## src/logic/serial_bus_pkg.sv

```systemverilog
//////////////////////////////
// Sizes, ids and packed types shared by every block of the bus
// Node ids are fixed by position, so no id may equal BROADCAST_ID
//////////////////////////////

package serial_bus_pkg;

  //////////////////////////////
  // Bus sizes
  //////////////////////////////

  // Nodes sharing the serial line
  localparam int NODES = 4;

  // Round-robin pointer width
  localparam int PTR_W = $clog2(NODES);

  // Node id and destination field width
  localparam int ID_W = 8;

  // Whole packet, destination on top
  localparam int PKT_W = 16;
  localparam int PAYLOAD_W = PKT_W - ID_W;

  // Must hold PKT_W itself
  localparam int CNT_W = $clog2(PKT_W) + 1;

  //////////////////////////////
  // Packed types
  //////////////////////////////

  typedef logic [ID_W-1:0] node_id_t;

  // Every node accepts this destination
  localparam node_id_t BROADCAST_ID = '1;

  typedef struct packed {
    node_id_t dest;
    logic [PAYLOAD_W-1:0] payload;
  } pkt_t;

  // One bit on the wire, busy marks a valid bit this cycle
  typedef struct packed {
    logic busy;
    logic data;
  } bus_line_t;

endpackage

```

## src/logic/bus_arbiter.sv

```systemverilog
//////////////////////////////
// Round-robin arbiter, grant is combinational from pointer and requests
// A requester must hold bus_req until its last bit is on the line
//////////////////////////////

`timescale 1ns/1ps

module bus_arbiter (
  input  logic                                         clk,
  input  logic                                         rst,
  input  logic [serial_bus_pkg::NODES-1:0]             bus_req,
  input  serial_bus_pkg::bus_line_t [serial_bus_pkg::NODES-1:0] tx_line,
  output logic [serial_bus_pkg::NODES-1:0]             grant,
  output serial_bus_pkg::bus_line_t                    line
);

  logic [serial_bus_pkg::PTR_W-1:0] ptr;
  logic                             any_grant;
  logic                             any_req;

  //////////////////////////////
  // Grant decode
  //////////////////////////////

  // Only the node under the pointer can win
  always_comb begin
    for (int i = 0; i < serial_bus_pkg::NODES; i++) begin
      grant[i] = bus_req[i] && (int'(ptr) == i);
    end
  end

  assign any_grant = |grant;
  assign any_req   = |bus_req;

  //////////////////////////////
  // Pointer
  //////////////////////////////

  // Steps past idle nodes one per cycle, frozen while the bus is owned
  always_ff @(posedge clk or posedge rst) begin
    if (rst) begin
      ptr <= '0;
    end else if (!any_grant && any_req) begin
      if (int'(ptr) == serial_bus_pkg::NODES - 1) begin
        ptr <= '0;
      end else begin
        ptr <= ptr + 1'b1;
      end
    end
  end

  //////////////////////////////
  // Shared line mux
  //////////////////////////////

  // Grant is one-hot or zero, so an OR of masked lines is a mux
  always_comb begin
    line = '0;
    for (int i = 0; i < serial_bus_pkg::NODES; i++) begin
      if (grant[i]) begin
        line = line | tx_line[i];
      end
    end
  end

endmodule

```

## src/logic/node_tx.sv

```systemverilog
//////////////////////////////
// Transmit side of a node, sends one packet MSB first per grant
// pop is combinational on pndng while idle
//////////////////////////////

`timescale 1ns/1ps

module node_tx (
  input  logic                      clk,
  input  logic                      rst,
  input  logic                      pndng,
  input  serial_bus_pkg::pkt_t      d_pop,
  input  logic                      grant,
  output logic                      pop,
  output logic                      bus_req,
  output serial_bus_pkg::bus_line_t tx_line
);

  typedef enum logic [1:0] {
    st_idle,
    st_req,
    st_send
  } tx_state_t;

  tx_state_t                          state;
  logic [serial_bus_pkg::PKT_W-1:0]   shreg;
  logic [serial_bus_pkg::CNT_W-1:0]   cnt;
  logic                               sending;
  logic                               last_bit;

  //////////////////////////////
  // Handshake outputs
  //////////////////////////////

  // Take the FIFO head as soon as we are free
  assign pop = (state == st_idle) && pndng;

  // Held through the last bit, drops with the return to idle
  assign bus_req = (state != st_idle);

  // A bit leaves on every granted cycle, the first one included
  assign sending  = bus_req && grant;
  assign last_bit = (int'(cnt) == serial_bus_pkg::PKT_W - 1);

  assign tx_line.busy = sending;
  assign tx_line.data = sending && shreg[serial_bus_pkg::PKT_W-1];

  //////////////////////////////
  // Control FSM and bit counter
  //////////////////////////////

  always_ff @(posedge clk or posedge rst) begin
    if (rst) begin
      state <= st_idle;
      cnt   <= '0;
    end else begin
      case (state)
        st_idle: begin
          cnt <= '0;
          if (pndng) begin
            state <= st_req;
          end
        end
        st_req: begin
          // Wait here for our turn
          if (grant) begin
            cnt   <= cnt + 1'b1;
            state <= st_send;
          end
        end
        st_send: begin
          if (last_bit) begin
            cnt   <= '0;
            state <= st_idle;
          end else begin
            cnt <= cnt + 1'b1;
          end
        end
        default: begin
          state <= st_idle;
        end
      endcase
    end
  end

  // Packet register, loaded on pop and shifted toward the MSB
  always_ff @(posedge clk) begin
    if (pop) begin
      shreg <= d_pop;
    end else if (sending) begin
      shreg <= {shreg[serial_bus_pkg::PKT_W-2:0], 1'b0};
    end
  end

endmodule

```

## src/logic/node_rx.sv

```systemverilog
//////////////////////////////
// Receive side of a node, collects PKT_W enabled bits MSB first
// Pushes one cycle after the last bit when the destination matches
//////////////////////////////

`timescale 1ns/1ps

module node_rx #(
  parameter serial_bus_pkg::node_id_t node_id = '0
) (
  input  logic                 clk,
  input  logic                 rst,
  input  logic                 rx_en,
  input  logic                 rx_bit,
  output logic                 push,
  output serial_bus_pkg::pkt_t d_push
);

  logic [serial_bus_pkg::PKT_W-1:0] shreg;
  logic [serial_bus_pkg::CNT_W-1:0] cnt;
  serial_bus_pkg::pkt_t             next_pkt;
  logic                             last_bit;
  logic                             addr_hit;

  //////////////////////////////
  // Address filter
  //////////////////////////////

  // Packet as it stands once the current bit is in
  assign next_pkt = {shreg[serial_bus_pkg::PKT_W-2:0], rx_bit};

  assign last_bit = rx_en && (int'(cnt) == serial_bus_pkg::PKT_W - 1);

  assign addr_hit = (next_pkt.dest == node_id) ||
                    (next_pkt.dest == serial_bus_pkg::BROADCAST_ID);

  //////////////////////////////
  // Bit counter and push flag
  //////////////////////////////

  always_ff @(posedge clk or posedge rst) begin
    if (rst) begin
      cnt  <= '0;
      push <= 1'b0;
    end else begin
      push <= last_bit && addr_hit;
      if (last_bit) begin
        // Ready for the next packet right away
        cnt <= '0;
      end else if (rx_en) begin
        cnt <= cnt + 1'b1;
      end
    end
  end

  //////////////////////////////
  // Data path
  //////////////////////////////

  always_ff @(posedge clk) begin
    if (rx_en) begin
      shreg <= next_pkt;
    end
  end

  // Holds the packet for the push cycle, don't care otherwise
  always_ff @(posedge clk) begin
    if (last_bit) begin
      d_push <= next_pkt;
    end
  end

endmodule

```

## src/logic/bus_node.sv

```systemverilog
//////////////////////////////
// One bus node, node_id is its position on the bus
//////////////////////////////

`timescale 1ns/1ps

module bus_node #(
  parameter serial_bus_pkg::node_id_t node_id = '0
) (
  input  logic                      clk,
  input  logic                      rst,
  input  logic                      pndng,
  input  serial_bus_pkg::pkt_t      d_pop,
  input  logic                      grant,
  input  serial_bus_pkg::bus_line_t line,
  output logic                      pop,
  output logic                      bus_req,
  output serial_bus_pkg::bus_line_t tx_line,
  output logic                      push,
  output serial_bus_pkg::pkt_t      d_push
);

  logic rx_en;

  // Listen to every bit on the line except our own
  assign rx_en = line.busy && !grant;

  node_tx u_tx (
    .clk     (clk),
    .rst     (rst),
    .pndng   (pndng),
    .d_pop   (d_pop),
    .grant   (grant),
    .pop     (pop),
    .bus_req (bus_req),
    .tx_line (tx_line)
  );

  node_rx #(
    .node_id (node_id)
  ) u_rx (
    .clk    (clk),
    .rst    (rst),
    .rx_en  (rx_en),
    .rx_bit (line.data),
    .push   (push),
    .d_push (d_push)
  );

endmodule

```

## src/logic/serial_bus.sv

```systemverilog
//////////////////////////////
// Four-node serial packet bus with a central round-robin arbiter
// Receive FIFOs must always accept push, there is no back-pressure
//////////////////////////////

`timescale 1ns/1ps

module serial_bus (
  input  logic                                              clk,
  input  logic                                              rst,
  input  logic [serial_bus_pkg::NODES-1:0]                  pndng,
  input  serial_bus_pkg::pkt_t [serial_bus_pkg::NODES-1:0]  d_pop,
  output logic [serial_bus_pkg::NODES-1:0]                  pop,
  output logic [serial_bus_pkg::NODES-1:0]                  push,
  output serial_bus_pkg::pkt_t [serial_bus_pkg::NODES-1:0]  d_push
);

  logic [serial_bus_pkg::NODES-1:0]                      bus_req;
  logic [serial_bus_pkg::NODES-1:0]                      grant;
  serial_bus_pkg::bus_line_t [serial_bus_pkg::NODES-1:0] tx_line;
  serial_bus_pkg::bus_line_t                             line;

  //////////////////////////////
  // Node array
  //////////////////////////////

  for (genvar i = 0; i < serial_bus_pkg::NODES; i++) begin : g_node
    bus_node #(
      .node_id (serial_bus_pkg::node_id_t'(i))
    ) u_node (
      .clk     (clk),
      .rst     (rst),
      .pndng   (pndng[i]),
      .d_pop   (d_pop[i]),
      .grant   (grant[i]),
      .line    (line),
      .pop     (pop[i]),
      .bus_req (bus_req[i]),
      .tx_line (tx_line[i]),
      .push    (push[i]),
      .d_push  (d_push[i])
    );
  end

  //////////////////////////////
  // Arbiter and line mux
  //////////////////////////////

  bus_arbiter u_arbiter (
    .clk     (clk),
    .rst     (rst),
    .bus_req (bus_req),
    .tx_line (tx_line),
    .grant   (grant),
    .line    (line)
  );

endmodule

```

## config.mk

```make
export PLATFORM = sky130hd
export DESIGN_NAME = serial_bus
export DESIGN_NICKNAME = d
export VERILOG_FILES = /design/src/logic/serial_bus_pkg.sv /design/src/logic/bus_arbiter.sv /design/src/logic/node_tx.sv /design/src/logic/node_rx.sv /design/src/logic/bus_node.sv /design/src/logic/serial_bus.sv
export SDC_FILE = /design/constraint.sdc
export NUM_CORES = 1
export LEC_CHECK = 0
export BUFFER_PORTS_ARGS = -buffer_cell sky130_fd_sc_hd__buf_2
export CAP_MARGIN = 20
export CORE_AREA = 2 2 152 154
export CTS_BUF_LIST = sky130_fd_sc_hd__clkbuf_16
export CTS_CLUSTER_DIAMETER = 150
export CTS_CLUSTER_SIZE = 28
export DETAILED_ROUTE_END_ITERATION = 6
export DIE_AREA = 0 0 154 156
export GPL_TIMING_DRIVEN = 0
export PLACE_DENSITY = 0.72
export SETUP_SLACK_MARGIN = 0.1
export SYNTH_ARGS = -nofsm -noshare
export SYNTH_HDL_FRONTEND = slang
export SYNTH_SLANG_ARGS = --single-unit
export TNS_END_PERCENT = 5
```

## constraint.sdc

```tcl
create_clock -name clk -period 3.3 [get_ports clk]
set_input_delay 0.33 -clock clk [delete_from_list [all_inputs] [get_ports clk]]
set_output_delay 0.33 -clock clk [all_outputs]
set_load 0.01 [all_outputs]
```

## Word-level counts from Yosys, hierarchy flattened

Index checks and enable logic that the tools add are counted.

| cells by class | value |
|---|---|
| reduce and logical (&&, ||, !) cells | 70 |
| $add $sub $neg | 9 |
| $lt $le $gt $ge | 0 |
| multiply operators | 0 |
| bitwise gates (word level) | 3 |
| shift-type cells | 0 |
| equality and inequality tests | 38 |
| divide/modulo/power cells | 0 |
| muxes and demuxes | 49 |

Operators with widths:

| kind | count |
|---|---|
| $mux 16 | 8 |
| $mux 5 | 16 |
| $pmux 5 s3 | 4 |
| $add 5x1->5 const B | 8 |
| $eq 5x5->1 const B | 8 |
| $mux 2 | 17 |
| $eq 8x8->1 const B | 4 |
| $logic_and 1x1->1 | 29 |
| $pmux 2 s3 | 4 |
| $reduce_bool 2->1 | 12 |
| $eq 8x2->1 const B | 2 |
| $ne 2x2->1 const B | 8 |
| $eq 2x2->1 const B | 6 |
| $reduce_and 3->1 | 4 |
| $reduce_bool 3->1 | 4 |
| $eq 2x1->1 const B | 5 |
| $logic_not 2->1 | 5 |
| $eq 8x1->1 const B | 1 |
| $logic_not 8->1 | 1 |
| $ne 2x1->1 const B | 4 |
| $reduce_and 2->1 | 4 |
| $reduce_or 4->1 | 2 |
| $or 2x2->2 | 3 |
| $logic_not 1->1 | 5 |
| other kinds (2) | 5 |

| storage, ports and cells | value |
|---|---|
| output and inout port bits | 72 |
| bits in writable memories | 0 |
| latch bits | 0 |
| memory bits (read-only) | 0 |
| input port bits | 70 |
| bits in registers | 242 |
| memories | 0 |
| logic and storage cells | 202 |

## Longest topological paths before layout

| logic depth | value |
|---|---|
| word-level depth | 14 |
| depth in mapped cells | 8 |
| mapped depth without buffers | 8 |

## Cells and area by module

A second synthesis with hierarchy kept.

| unflattened totals | value |
|---|---|
| cells, all modules | 613 |
| area total of the unflattened synthesis | 9957.0 um2 |

By module, submodules not included:

| module | times used | cells each | sequential area each (um2) | area each (um2) |
|---|---|---|---|---|
| node_tx | 4 | 88 | 655.6 | 1197.4 |
| node_rx (g_node[1].u_node.u_rx ...) | 2 | 57 | 1081.0 | 1222.4 |
| node_rx (g_node[0].u_node.u_rx) | 1 | 60 | 1081.0 | 1222.4 |
| node_rx (g_node[3].u_node.u_rx) | 1 | 57 | 1081.0 | 1211.2 |
| bus_arbiter | 1 | 26 | 50.0 | 234.0 |
| bus_node | 4 | 1 | 0.0 | 13.8 |

## Least setup slack after synthesis

Ideal clock, no wire load.

| timing | value |
|---|---|
| kind | register -> register |
| start | register g_node[2].u_node.u_tx.state[1] |
| end | register g_node[2].u_node.u_rx.d_push[0] (netlist name) |
| clock period less this slack | 2.236 ns |
| setup time | 0.374 ns |
| cell stages (with the launch flop) | 7 |
| path slack | 1.064 ns |
| buffers on the path | 0 |
| required time | 2.926 ns |
| data arrival time | 1.862 ns |
| path through | dfrtp_1 > inv_1 > ha_1 > nand2b_1 > o31ai_4 > inv_2 > and2_1 |

| on the way | value |
|---|---|
| longest elaborated chain between the ends | 9 |
| elaborated cells between the ends (all ways) | 10 |
| classes of those cells | mux (2); bitwise (2); reduce/logical (6) |

Ends and longest elaborated chain:

| element | line | source |
|---|---|---|
| start: declaration | node_tx.sv:25 | `tx_state_t state;` |
| start signal: assignment | node_tx.sv:54 | `state <= st_idle;` |
| start signal: assignment | node_tx.sv:61 | `state <= st_req;` |
| start signal: assignment | node_tx.sv:68 | `state <= st_send;` |
| $reduce_bool 2->1 * | node_tx.sv:39 | `assign bus_req = (state != st_idle);` |
| $logic_and 1x1->1 | bus_arbiter.sv:28 | `grant[i] = bus_req[i] && (int'(ptr) == i);` |
| $logic_and 1x1->1 | node_tx.sv:42 | `assign sending = bus_req && grant;` |
| $or 2x2->2 | bus_arbiter.sv:61 | `line = line \| tx_line[i];` |
| $mux 2 | bus_arbiter.sv:60 | `if (grant[i]) begin` |
| $or 2x2->2 | bus_arbiter.sv:61 |  |
| $mux 2 | bus_arbiter.sv:60 |  |
| $logic_and 1x1->1 * | bus_node.sv:26 | `assign rx_en = line.busy && !grant;` |
| net g_node[2].u_node.rx_en | bus_node.sv:23 | `logic rx_en;` |
| $logic_and 1x1->1 * | node_rx.sv:32 | `assign last_bit = rx_en && (int'(cnt) == serial_bus_pkg::PKT_W - 1);` |
| net g_node[2].u_node.u_rx.last_bit | node_rx.sv:22 | `logic last_bit;` |

Mark *: on every way through the listed nets, which the timed path passes. The rest lies on a longest branch.
A chain may end at the register's enable or synchronous reset.

## Final worst setup path

| timing | value |
|---|---|
| start | register g_node[2].u_node.u_tx.state[1] |
| end | register g_node[2].u_node.u_rx.d_push[4] (netlist name) |

| on the way | value |
|---|---|
| longest elaborated chain between the ends | 9 |
| elaborated cells between the ends (all ways) | 10 |
| classes of those cells | mux (2); bitwise (2); reduce/logical (6) |

Ends and longest elaborated chain:

| element | line |
|---|---|
| $reduce_bool 2->1 * | node_tx.sv:39 |
| $logic_and 1x1->1 | bus_arbiter.sv:28 |
| $logic_and 1x1->1 | node_tx.sv:42 |
| $or 2x2->2 | bus_arbiter.sv:61 |
| $mux 2 | bus_arbiter.sv:60 |
| $or 2x2->2 | bus_arbiter.sv:61 |
| $mux 2 | bus_arbiter.sv:60 |
| $logic_and 1x1->1 * | bus_node.sv:26 |
| net g_node[2].u_node.rx_en | bus_node.sv:23 |
| $logic_and 1x1->1 * | node_rx.sv:32 |
| net g_node[2].u_node.u_rx.last_bit | node_rx.sv:22 |

Marks and branches as above.

==> impl_metrics.toml <==
[timing]
skew_ns = 0.03336
rsz0062_at_grt = "false"
worst_slack_ns = 0.4950
setup_violations = 0
slew_headroom_pct = 48.17
worstMarginPinSlew_ns = 0.7764
fin_tns_setup_ns = 0
fmax_ghz = 0.3565
drv_slew = 0
whs_ns = 0.1316
finalHoldViolations = 0
post-route-period-util_pct = 85.00
min_period_ns = 2.805

[die]
die_w_um = 154
start_util_pct = 44.30
pin_count = 142
dieArea_um2 = 24020
core_um2 = 22370
die_h_um = 156
rows = 55

[detailed_routing]
dr.first_iter.drc_count = 227
num_vias = 5381
vias_per_cell = 4.964
ant_nets = 0
drc = 0
dr.pass1.iters = 4
avgRoutedWirePerCell_um = 14.75
finalWirelength_um = 15990

[synth]
syn_inst = 635
ys_top_cells_by_area = "edfxtp_1, dfrtp_1, mux2_2"
synth.largest_area_cell = "edfxtp_1"
synth_common_cells = "edfxtp_1, mux2_2, dfrtp_1"
postSynthNetCount = 745
synth-seq-cells = 242
async_flop_share_pct = 22.31
yosysSeqAreaShare_pct = 70.62
synth_area_um2 = 9907
yosysUniqueCellTypes = 43
synth_warnings = 0
synthMostInstantiatedCell = "edfxtp_1"
netlist.area_leader.share_pct = 56.98
synth-edff-count = 188
ys.flop_type = "edfxtp_1"
avgSynthCellArea_um2 = 15.60

[cts]
cts_tree = "done"
holdBufCountCts = 1
cts_resized = 0
cts.sinks = 242
clock_latency_ns = 0.49
clk_pin_slew_ns = 0.11
root_buffer = "clkbuf_16"
cts_setup_buffers = 0
cts_made_buffers = 12
cts_htree_levels = 1
clock_path_buffers = 3

[cells_and_area]
fin_cells = 1084
area_growth_pct = 14.73
nFillCells = 1881
final_nets = 903
drive_above_1_share_pct = 31.91
antenna_cells = 0

[global_routing]
use_met1_pct = 18.45
grt_use_met2_pct = 21.76
grtUsageMet3_pct = 2.472
overflow = 0
grt_usage_pct = 13.23
grt_max_degree = 32
grt_pass1_vias = 5294
gr-max-usage-layer = "met2"
grt_first_pass_wirelength_um = 26130
antenna_found_initial = 0

[worst_setup_path]
critPathSlowestCell = "and2_1"
setup.worst_path.end_class = "flip-flop"
crit_chain = "inv_1, ha_1, nand2b_1, o31ai_4, inv_2, and2_1"
worstSetupStartpointType = "flip-flop"
reg2reg_from = "g_node[2].u_node.u_tx.state[1]$_DFFE_PP0P_"
path_buf_inv = 2
crit_type = "flip-flop to flip-flop"
timing.critical_path.from = "g_node[2].u_node.u_tx.state[1]$_DFFE_PP0P_"
arrival_ns = 2.92
worstPathRequired_ns = 3.42
cp_max_fo = 19
max_stage_delay_ns = 0.68
cp_top_family = "simple AND/OR/NAND/NOR gates"

[min_path]
hp-class = "input pin to flip-flop"
hp-start = "d_pop[47]"

[place]
pre_cts_slack_ns = 0.4433
gp_congestion = 0.7642
io_buffers = 141
post-dp-hpwl_um = 10970
placed_cells = 1063

[status]
outcome = "finished clean"

[job]
cap_violations = 0

[pwr]
ir_drop_uv = 381.5
p_per_area_nw_per_um2 = 901.1
leakage_uw = 0.004616
-- cell usage in the layout, fill, tap and decap left out, types with 10 or more instances in the layout --
| cell type | n |
|---|---|
| clkbuf_16 | 13 |
| o21ai_0 | 36 |
| buf_2 | 146 |
| nand3_1 | 15 |
| and3_1 | 15 |
| edfxtp_1 | 188 |
| nor3_1 | 10 |
| inv_1 | 43 |
| ha_1 | 40 |
| mux2_2 | 69 |
| dfrtp_1 | 54 |
| nor2_1 | 15 |
| nand2_1 | 42 |
| nor2b_1 | 11 |
-- state kept, by name (all words and copies together) (netlist names) --
signal and flops:
g_node.u_node.u_tx.state 8, u_arbiter.ptr 2, g_node.u_node.u_rx.push 4, g_node.u_node.u_rx.shreg 60
g_node.u_node.u_rx.d_push 64, g_node.u_node.u_rx.cnt 20, g_node.u_node.u_tx.shreg 64, g_node.u_node.u_tx.cnt 20
-- logic make-up (layout without fill, tap and decap cells) --
kind of cell,Yosys count,count (layout),share of synthesized area (%)
multiplexers,69,69,7.843
flip-flops,242,242,70.62
AND/OR/NAND/NOR,149,149,8.171
adder cells (fa/ha/maj),40,40,5.052
AO/OA/AOI/OAI,81,81,5.898
buffers and inverters,54,218,2.412
-- stage by stage --
stage	utilization (%)	instance area (um^2)	total power, uW
final	50.82	11370	10240
after detailed placement	49.17	11000	8720
after global placement	49.05	10970	8578
after CTS	50.82	11370	10400
after floorplan	-	9907	7818
after global routing	50.82	11370	10990
-- cell type report --
cell class              instances  area [um^2]  area share, %
plain buffers                  13        85.08         0.7486
well taps                     285        356.6          3.137
clock inverters                 7        33.78         0.2972
inverters                      41        153.9          1.354
flip-flops and latches        242         6997          61.56
clock buffers                  13        325.3          2.862
multi-input cells             339         2671          23.50
repair buffers                144        743.2          6.539
-- where the power goes --
group / total, uW / switching (uW) / internal (uW)
clock: 1650 / 924 / 728
sequential: 5610 / 561 / 5050
combinational: 2970 / 1760 / 1220
total: 10200 / 3240 / 7000
-- final timing paths --
path                       slack [ns]  cells after the start                                        end
max                              0.49                      6  g_node[2].u_node.u_rx.d_push[4]$_DFFE_PP_
min reg2reg                      0.46                      0  g_node[1].u_node.u_rx.d_push[7]$_DFFE_PP_
min                              0.13                      2  g_node[2].u_node.u_tx.shreg[15]$_DFFE_PP_
max in group asynchronous        2.16                      4   g_node[1].u_node.u_rx.cnt[2]$_DFFE_PP0P_
min in group asynchronous        0.53                      3       g_node[3].u_node.u_rx.push$_DFF_PP0_
max reg2reg                      0.49                      6  g_node[2].u_node.u_rx.d_push[4]$_DFFE_PP_
-- routing by layer --
metal / up-vias / wire length, um
met1: 2576 / 7499
met2: 116 / 7433
met5: - / 0
li1: 2670 / -
met3: 19 / 830
met4: 0 / 228
Power figures use the tool's default switching activity.
